===== src/hdl/router_pkg.sv =====
package router_pkg;

	// sizes
	localparam int DATA_BITS = 8; // item width
	localparam int PORT_COUNT = 5; // transmit ports
	localparam int DEST_BITS = 3; // port index width
	localparam int FIFO_DEPTH = 8;
	localparam int FIFO_CNT_BITS = 4; // holds 0..FIFO_DEPTH
	localparam int FIFO_PTR_BITS = 3; // wraps naturally at FIFO_DEPTH
	localparam int TABLE_DEPTH = 256; // one entry per item value

	// register index, taken from wishbone address bits [3:2]
	localparam logic [1:0] ADDR_ITEM = 2'd0; // item push
	localparam logic [1:0] ADDR_ROUTE = 2'd1; // table write
	localparam logic [1:0] ADDR_STATUS = 2'd2; // status read

	// dispatcher states
	localparam logic ST_IDLE = 1'b0;
	localparam logic ST_LOOKUP = 1'b1;

	// one write data word, read as an item or as a table entry
	typedef union packed {
		struct packed {
			logic [23:0] pad;
			logic [DATA_BITS-1:0] value;
		} item;
		struct packed {
			logic [12:0] pad;
			logic [DATA_BITS-1:0] addr; // table index = item value
			logic [7:0] spare;
			logic [DEST_BITS-1:0] dest;
		} route;
	} wb_word_t;

	typedef struct packed {
		logic cyc;
		logic stb;
		logic we;
		logic [3:0] adr; // byte address, word select in [3:2]
		wb_word_t dat;
	} wb_req_t;

	typedef struct packed {
		logic ack;
		logic [31:0] dat;
	} wb_rsp_t;

	typedef struct packed {
		logic en;
		logic [DATA_BITS-1:0] addr;
		logic [DEST_BITS-1:0] dest;
	} route_wr_t;

	typedef struct packed {
		logic req; // 2-phase toggle
		logic [DATA_BITS-1:0] data; // held while req outstanding
	} tx_req_t;

endpackage


===== src/hdl/wb_ingress.sv =====
module wb_ingress (
	input logic clk,
	input logic reset,
	input router_pkg::wb_req_t wb_in,
	output router_pkg::wb_rsp_t wb_out,
	input logic fifo_full,
	input logic [router_pkg::FIFO_CNT_BITS-1:0] fifo_count,
	input logic [router_pkg::PORT_COUNT-1:0] port_busy,
	output logic push,
	output logic [router_pkg::DATA_BITS-1:0] push_data,
	output router_pkg::route_wr_t route_wr
);
	import router_pkg::*;

	logic [1:0] reg_sel;
	logic access; // live cycle not yet acked
	logic is_item;
	logic is_route;
	logic accept;
	logic [31:0] status_word;
	logic ack_q;
	logic [31:0] rdat_q;
	logic route_en_q;
	logic [DATA_BITS-1:0] route_addr_q;
	logic [DEST_BITS-1:0] route_dest_q;

	assign reg_sel = wb_in.adr[3:2];
	assign access = wb_in.cyc & wb_in.stb & ~ack_q; // ~ack_q keeps ack to one cycle
	assign is_item = wb_in.we & (reg_sel == ADDR_ITEM);
	assign is_route = wb_in.we & (reg_sel == ADDR_ROUTE);
	assign accept = access & ~(is_item & fifo_full); // full fifo -> wait states

	// status layout: count low, busy vector above it
	always_comb begin
		status_word = '0;
		status_word[FIFO_CNT_BITS-1:0] = fifo_count;
		status_word[FIFO_CNT_BITS +: PORT_COUNT] = port_busy;
	end

	always_ff @(posedge clk or posedge reset) begin
		if (reset) begin
			ack_q <= 1'b0;
			push <= 1'b0;
			route_en_q <= 1'b0;
		end else begin
			ack_q <= accept; // registered ack, one cycle
			push <= accept & is_item;
			route_en_q <= accept & is_route;
		end
	end

	// payload follows the accepted word
	always_ff @(posedge clk) begin
		if (accept) begin
			push_data <= wb_in.dat.item.value; // item view
			route_addr_q <= wb_in.dat.route.addr; // route view of same word
			route_dest_q <= wb_in.dat.route.dest;
			rdat_q <= (reg_sel == ADDR_STATUS) ? status_word : '0;
		end
	end

	assign wb_out = '{ack: ack_q, dat: rdat_q};
	assign route_wr = '{en: route_en_q, addr: route_addr_q, dest: route_dest_q};

	// host sees each ack for a single cycle only
	ack_one_cycle: assert property (@(posedge clk) disable iff (reset)
		wb_out.ack |=> !wb_out.ack);

endmodule


===== src/hdl/item_fifo.sv =====
module item_fifo (
	input logic clk,
	input logic reset,
	input logic push,
	input logic [router_pkg::DATA_BITS-1:0] push_data,
	input logic pop,
	output logic [router_pkg::DATA_BITS-1:0] head,
	output logic empty,
	output logic full,
	output logic [router_pkg::FIFO_CNT_BITS-1:0] count
);
	import router_pkg::*;

	logic [DATA_BITS-1:0] mem [FIFO_DEPTH];
	logic [FIFO_PTR_BITS-1:0] wr_ptr;
	logic [FIFO_PTR_BITS-1:0] rd_ptr;

	always_ff @(posedge clk or posedge reset) begin
		if (reset) begin
			wr_ptr <= '0;
			rd_ptr <= '0;
			count <= '0;
		end else begin
			if (push)
				wr_ptr <= wr_ptr + 1'b1; // wraps at depth
			if (pop)
				rd_ptr <= rd_ptr + 1'b1;
			case ({push, pop})
				2'b10: count <= count + 1'b1;
				2'b01: count <= count - 1'b1;
				default: count <= count; // both or neither
			endcase
		end
	end

	always_ff @(posedge clk) begin
		if (push)
			mem[wr_ptr] <= push_data;
	end

	assign head = mem[rd_ptr]; // show-ahead
	assign empty = (count == '0);
	assign full = (count == FIFO_CNT_BITS'(FIFO_DEPTH));

	// ingress checks full a cycle early, dispatcher only pops a looked-up head
	no_push_full: assert property (@(posedge clk) disable iff (reset) push |-> !full);
	no_pop_empty: assert property (@(posedge clk) disable iff (reset) pop |-> !empty);

endmodule


===== src/hdl/route_table.sv =====
module route_table (
	input logic clk,
	input router_pkg::route_wr_t route_wr,
	input logic [router_pkg::DATA_BITS-1:0] lookup_addr,
	output logic [router_pkg::DEST_BITS-1:0] lookup_dest
);
	import router_pkg::*;

	// one destination per item value, no reset
	logic [DEST_BITS-1:0] mem [TABLE_DEPTH];

	// host side write, one entry per route_wr pulse
	always_ff @(posedge clk) begin
		if (route_wr.en)
			mem[route_wr.addr] <= route_wr.dest;
	end

	// lookup_addr comes straight from the dispatcher's address register,
	// so the destination is ready in the cycle after the head was sampled
	assign lookup_dest = mem[lookup_addr];

endmodule


===== src/hdl/tx_dispatch.sv =====
module tx_dispatch (
	input logic clk,
	input logic reset,
	input logic [router_pkg::DATA_BITS-1:0] head,
	input logic empty,
	output logic pop,
	output logic [router_pkg::DATA_BITS-1:0] lookup_addr,
	input logic [router_pkg::DEST_BITS-1:0] lookup_dest,
	output router_pkg::tx_req_t [router_pkg::PORT_COUNT-1:0] tx_req,
	input logic [router_pkg::PORT_COUNT-1:0] tx_ack,
	output logic [router_pkg::PORT_COUNT-1:0] port_busy
);
	import router_pkg::*;

	logic state;
	logic [PORT_COUNT-1:0] req_q; // toggle per port
	logic [PORT_COUNT-1:0] ack_prev;
	logic [PORT_COUNT-1:0] ack_seen; // ack toggled this cycle
	logic [PORT_COUNT-1:0] issue_mask;
	logic [DATA_BITS-1:0] data_q [PORT_COUNT];
	logic dest_ok;
	logic issue;

	assign ack_seen = tx_ack ^ ack_prev;
	assign dest_ok = (lookup_dest < DEST_BITS'(PORT_COUNT));
	// bad destination stalls the queue rather than index past the ports
	assign issue = (state == ST_LOOKUP) && dest_ok && !port_busy[lookup_dest];
	assign pop = issue; // head advances on the same edge as the req toggle

	always_comb begin
		issue_mask = '0;
		if (issue)
			issue_mask[lookup_dest] = 1'b1;
	end

	always_ff @(posedge clk or posedge reset) begin
		if (reset) begin
			state <= ST_IDLE;
			req_q <= '0;
			ack_prev <= '0;
			port_busy <= '0;
		end else begin
			ack_prev <= tx_ack;
			port_busy <= (port_busy & ~ack_seen) | issue_mask; // clear a cycle after ack
			req_q <= req_q ^ issue_mask; // request = toggle
			case (state)
				ST_IDLE: if (!empty) state <= ST_LOOKUP;
				ST_LOOKUP: if (issue) state <= ST_IDLE; // else wait on busy port
				default: state <= ST_IDLE;
			endcase
		end
	end

	// address register and per-port data have no reset
	always_ff @(posedge clk) begin
		if (state == ST_IDLE && !empty)
			lookup_addr <= head; // item value is the route address
		for (int i = 0; i < PORT_COUNT; i++) begin
			if (issue_mask[i])
				data_q[i] <= head; // stable until the next request
		end
	end

	always_comb begin
		for (int i = 0; i < PORT_COUNT; i++)
			tx_req[i] = '{req: req_q[i], data: data_q[i]};
	end

	// a port never gets a second request before its ack came back
	for (genvar g = 0; g < PORT_COUNT; g++) begin : g_req_chk
		req_when_free: assert property (@(posedge clk) disable iff (reset)
			$changed(req_q[g]) |-> $past(!port_busy[g] && req_q[g] == tx_ack[g]));
	end

	// the host only writes table entries that name real ports
	dest_in_range: assert property (@(posedge clk) disable iff (reset)
		state == ST_LOOKUP |-> dest_ok);

endmodule


===== src/hdl/tx_port.sv =====
module tx_port (
	input logic clk,
	input logic reset,
	input router_pkg::tx_req_t tx_req,
	output logic tx_ack,
	output logic out_valid,
	output logic [router_pkg::DATA_BITS-1:0] out_data,
	input logic out_ready
);
	import router_pkg::*;

	logic req_prev;

	always_ff @(posedge clk or posedge reset) begin
		if (reset) begin
			req_prev <= 1'b0;
			tx_ack <= 1'b0;
			out_valid <= 1'b0;
		end else begin
			if (out_valid) begin
				if (out_ready) begin
					out_valid <= 1'b0;
					tx_ack <= ~tx_ack; // 2-phase ack after transfer
				end
			end else if (tx_req.req != req_prev) begin
				req_prev <= tx_req.req;
				out_valid <= 1'b1;
			end
		end
	end

	always_ff @(posedge clk) begin
		if (!out_valid && tx_req.req != req_prev)
			out_data <= tx_req.data;
	end

endmodule


===== src/hdl/router_top.sv =====
module router_top (
	input logic clk,
	input logic reset,
	input router_pkg::wb_req_t wb_in,
	output router_pkg::wb_rsp_t wb_out,
	output logic [router_pkg::PORT_COUNT-1:0] out_valid,
	output logic [router_pkg::PORT_COUNT-1:0][router_pkg::DATA_BITS-1:0] out_data,
	input logic [router_pkg::PORT_COUNT-1:0] out_ready
);
	import router_pkg::*;

	logic push;
	logic [DATA_BITS-1:0] push_data;
	route_wr_t route_wr;
	logic pop;
	logic [DATA_BITS-1:0] head;
	logic fifo_empty;
	logic fifo_full;
	logic [FIFO_CNT_BITS-1:0] fifo_count;
	logic [DATA_BITS-1:0] lookup_addr;
	logic [DEST_BITS-1:0] lookup_dest;
	tx_req_t [PORT_COUNT-1:0] tx_req;
	logic [PORT_COUNT-1:0] tx_ack;
	logic [PORT_COUNT-1:0] port_busy;

	wb_ingress ingress0 (
		.clk(clk),
		.reset(reset),
		.wb_in(wb_in),
		.wb_out(wb_out),
		.fifo_full(fifo_full),
		.fifo_count(fifo_count),
		.port_busy(port_busy),
		.push(push),
		.push_data(push_data),
		.route_wr(route_wr)
	);

	item_fifo fifo0 (
		.clk(clk),
		.reset(reset),
		.push(push),
		.push_data(push_data),
		.pop(pop),
		.head(head),
		.empty(fifo_empty),
		.full(fifo_full),
		.count(fifo_count)
	);

	route_table table0 (
		.clk(clk),
		.route_wr(route_wr),
		.lookup_addr(lookup_addr),
		.lookup_dest(lookup_dest)
	);

	tx_dispatch dispatch0 (
		.clk(clk),
		.reset(reset),
		.head(head),
		.empty(fifo_empty),
		.pop(pop),
		.lookup_addr(lookup_addr),
		.lookup_dest(lookup_dest),
		.tx_req(tx_req),
		.tx_ack(tx_ack),
		.port_busy(port_busy)
	);

	// one transceiver per output port
	for (genvar p = 0; p < PORT_COUNT; p++) begin : g_port
		tx_port port0 (
			.clk(clk),
			.reset(reset),
			.tx_req(tx_req[p]),
			.tx_ack(tx_ack[p]),
			.out_valid(out_valid[p]),
			.out_data(out_data[p]),
			.out_ready(out_ready[p])
		);
	end

endmodule


===== config.mk =====
export PLATFORM = sky130hd
export DESIGN_NAME = router_top
export DESIGN_NICKNAME = d
export VERILOG_FILES = /design/src/hdl/router_pkg.sv /design/src/hdl/wb_ingress.sv /design/src/hdl/item_fifo.sv /design/src/hdl/route_table.sv /design/src/hdl/tx_dispatch.sv /design/src/hdl/tx_port.sv /design/src/hdl/router_top.sv
export SDC_FILE = /design/constraint.sdc
export NUM_CORES = 1
export LEC_CHECK = 0
export BUFFER_PORTS_ARGS = -buffer_cell sky130_fd_sc_hd__buf_2
export CORE_MARGIN = 2
export CORE_UTILIZATION = 40
export DETAILED_ROUTE_END_ITERATION = 10
export GPL_TIMING_DRIVEN = 0
export HOLD_SLACK_MARGIN = 0.02
export SKIP_CTS_REPAIR_TIMING = 1
export SYNTH_ARGS = -nofsm -noshare
export SYNTH_HDL_FRONTEND = slang
export SYNTH_SLANG_ARGS = --single-unit

===== constraint.sdc =====
create_clock -name clk -period 9.2 [get_ports clk]
set_input_delay 0.92 -clock clk [delete_from_list [all_inputs] [get_ports clk]]
set_output_delay 0.92 -clock clk [all_outputs]
set_load 0.005 [all_outputs]

==> impl_metrics.toml <==
[synthesis]
syn_area_um2 = 39300
avgSynthCellArea_um2 = 19.0
ys_types = 72
yosysSeqAreaShare = 0.754
async_flop_share = 0.0441
synth_flop_cell = "edfxtp_1"
yosysWarnings = 0
synth_edf_count = 945
synth-seq-cells = 997
synth_cells = 2068

[place]
gp_congestion = 0.925
io_buffers = 82
hpwl_um = 75000
placed_area_um2 = 42300

[worst_setup_path]
r2r_slack_ns = 2.73
cp_data_arrival_time_ns = 7.03
required_ns = 9.76
r2r-end = "fifo0.count[3]"
critPathKind = "reg2reg"
end_kind = "flop"
start_kind = "flop"
r2r_cells = 18
path_max_fanout = 10

[timing]
tightest_slew_ns = 1.39
slew_headroom = 0.0722
rsz0062_at_grt = "false"
fin_crit_ns = 6.47
fmax_ghz = 0.154
fin_crit_sh = 0.704
hold_violations = 0
drv_slew = 0
setup_tns_ns = 0
finalSetupViolations = 0
skew_ns = 0.0303

[detailed_routing]
drt_iter0_markers = 3008
first_pass_iters = 5
wirelength_um = 108000
dr_total_vias = 20982
wl_per_cell_um = 29.4
vias_per_cell = 5.70
ant_nets = 0
drc = 0

[flow_run]
drv_cap = 0

[clock_network]
clk_latency_ns = 0.69
clk_pin_slew_worst_paths_ns = 0.06
cts.root.buffer_cell = "clkbuf_16"
cts_made_buffers = 100
cts_tree = "built"
clockBufferDepth = 3
cts_sinks = 997
htreeDepth = 3

[final_layout]
final_nets = 2358
fin_util = 0.465
stdcell_area_um2 = 45600
mostFrequentLayoutCells = "945 x edfxtp_1, 282 x nor2_1, 196 x mux4_2"
layout-drive-gt1-share = 0.244
layout_commonest_cell = "edfxtp_1"
syn2layout_area_growth_pct = 15.8

[global_routing]
grt_pass1_wl_um = 155000
grt_pass1_vias = 21348
antenna_found_initial = 1
grt_max_degree = 42
grt_use_total = 0.214
overflow = 0

[die]
dieArea_um2 = 101000
fp-row-count = 115
start_util = 0.401
die_x_um = 318
boundaryPins = 124
core_area_um2 = 98000
die_h_um = 318

[pwr]
p_sw_frac = 0.332
clockPowerShare = 0.290
p_leak_nw = 14.8
comb_power_share = 0.318
power_frac_seq = 0.393
power.internal_w = 0.00947
p_switching_w = 0.00471
vdd_ir_drop_max_mv = 0.194
powerDensity_nw_per_um2 = 311

[status]
status = "finished, final reports clean"

[worst_hold_path]
hold_class = "in2async"
## kinds of logic after synthesis
family,after synthesis,synth area share
mux,312,0.143
xor+xnor,28,0.00624
simple gates,467,0.0520
flops,997,0.754
buf+inv,154,0.0227
fa+ha+maj,6,0.00210
compound gates,103,0.0203
other cells,1,0.0000953
## power groups by stage
stage	clock, W	combinational, W	sequential, W
after floorplan	0	0.00265	0.00564
after global placement	0	0.00435	0.00570
after detailed placement	0	0.00448	0.00566
after CTS	0.00415	0.00449	0.00557
after global routing	0.00433	0.00467	0.00560
final	0.00411	0.00450	0.00556
## sequential cells by signal (all words and copies together) (netlist names), named ones only
signal	cells
ingress0.push	1
fifo0.wr_ptr	3
dispatch0.req_q	5
g_port.port0.tx_ack	5
fifo0.rd_ptr	3
g_port.port0.out_data	40
ingress0.route_addr_q	8
g_port.port0.req_prev	5
ingress0.route_en_q	1
table0.mem	768
ingress0.route_dest_q	2
dispatch0.data_q	40
ingress0.push_data	6
dispatch0.state	1
dispatch0.ack_prev	5
dispatch0.port_busy	5
ingress0.rdat_q	9
ingress0.ack_q	1
dispatch0.lookup_addr	8
fifo0.mem	64
g_port.port0.out_valid	5
fifo0.count	4
## synth_stat cells, types with 3 or more instances
cell | n | area [µm²]
mux4_2 | 196 | 4410
nor2_1 | 282 | 1060
edfxtp_1 | 945 | 28400
a211oi_1 | 4 | 30.0
clkbuf_1 | 46 | 173
nor4_1 | 6 | 37.5
and3_1 | 3 | 18.8
buf_1 | 10 | 37.5
nor3_1 | 11 | 55.1
and2_1 | 20 | 125
o22ai_1 | 4 | 25.0
nand2_1 | 66 | 248
a221oi_1 | 9 | 78.8
nand2b_1 | 12 | 75.1
buf_4 | 49 | 368
buf_2 | 20 | 100
buf_6 | 11 | 124
a311oi_1 | 3 | 26.3
a21oi_1 | 11 | 55.1
o21ai_0 | 7 | 35.0
mux2i_1 | 81 | 811
xor2_1 | 6 | 52.6
xnor2_1 | 22 | 193
dfrtp_1 | 44 | 1100
mux2_2 | 34 | 383
a31oi_1 | 4 | 25.0
nand4_1 | 3 | 18.8
ha_1 | 5 | 62.6
nor2b_1 | 17 | 106
dfxtp_1 | 8 | 160
o211ai_1 | 4 | 30.0
a22oi_1 | 25 | 188
a21o_1 | 7 | 52.6
nand3_1 | 32 | 160
inv_1 | 15 | 56.3
## worst max-delay path by stage
stage	endpoint	slack, ns	cells past startpoint
floorplan	fifo0.mem[0][0]	5.04	0
global route	fifo0.count[3]	2.65	18
global placement	table0.mem[96][2]	2.03	0
finish	fifo0.count[3]	2.73	18
detailed placement	fifo0.count[3]	2.84	18
CTS	fifo0.count[3]	2.83	18
## layer usage
| layer | GRT usage | routed length (µm) | part of all wire | up-vias |
|---|---|---|---|---|
| met5 | 0 | 13 | 0.00012 | - |
| met4 | 0.0693 | 3290 | 0.030 | 2 |
| met3 | 0.0453 | 9440 | 0.087 | 173 |
| met2 | 0.343 | 51400 | 0.48 | 1069 |
| met1 | 0.295 | 44100 | 0.41 | 11081 |
| li1 | - | - | - | 8657 |
## worst max-delay path, stage by stage, from the launching register on
cell	delay (ns)
dfxtp_1	0.52
buf_2	0.45
buf_2	0.48
buf_1	1.07
mux2i_1	0.38
a22oi_1	0.51
nand3_1	0.14
a221oi_1	0.54
a21o_1	0.33
nor4b_2	0.52
o31ai_2	0.19
inv_1	0.09
ha_1	0.19
ha_1	0.24
a21o_1	0.18
a21oi_1	0.18
xnor2_1	0.14
nor2_1	0.07
xnor2_1	0.12
## through the flow
step,hold WS (ns),setup WS [ns],total power (W),instances
4_1_cts,0.0684,2.83,0.0142,3677
3_3_place_gp,0.403,2.03,0.0101,3459
6_report,0.107,2.73,0.0142,3678
2_1_floorplan,0.400,5.04,0.00829,2090
5_1_grt,0.0881,2.65,0.0146,3677
3_5_place_dp,0.405,2.84,0.0101,3491
## final cells by class
cell class                 instances  area [µm²]
fill                            8163       52400
sequential                       997       29600
multi-input combinational        939        8900
clock buffer                     130        2620
tap                             1287        1610
timing repair buffer             114        1240
buffer                           138         832
clock inverter                    56         654
inverter                          16        60.1
antenna                            1        2.50
Note: power is estimated with default switching activity, not from simulation.
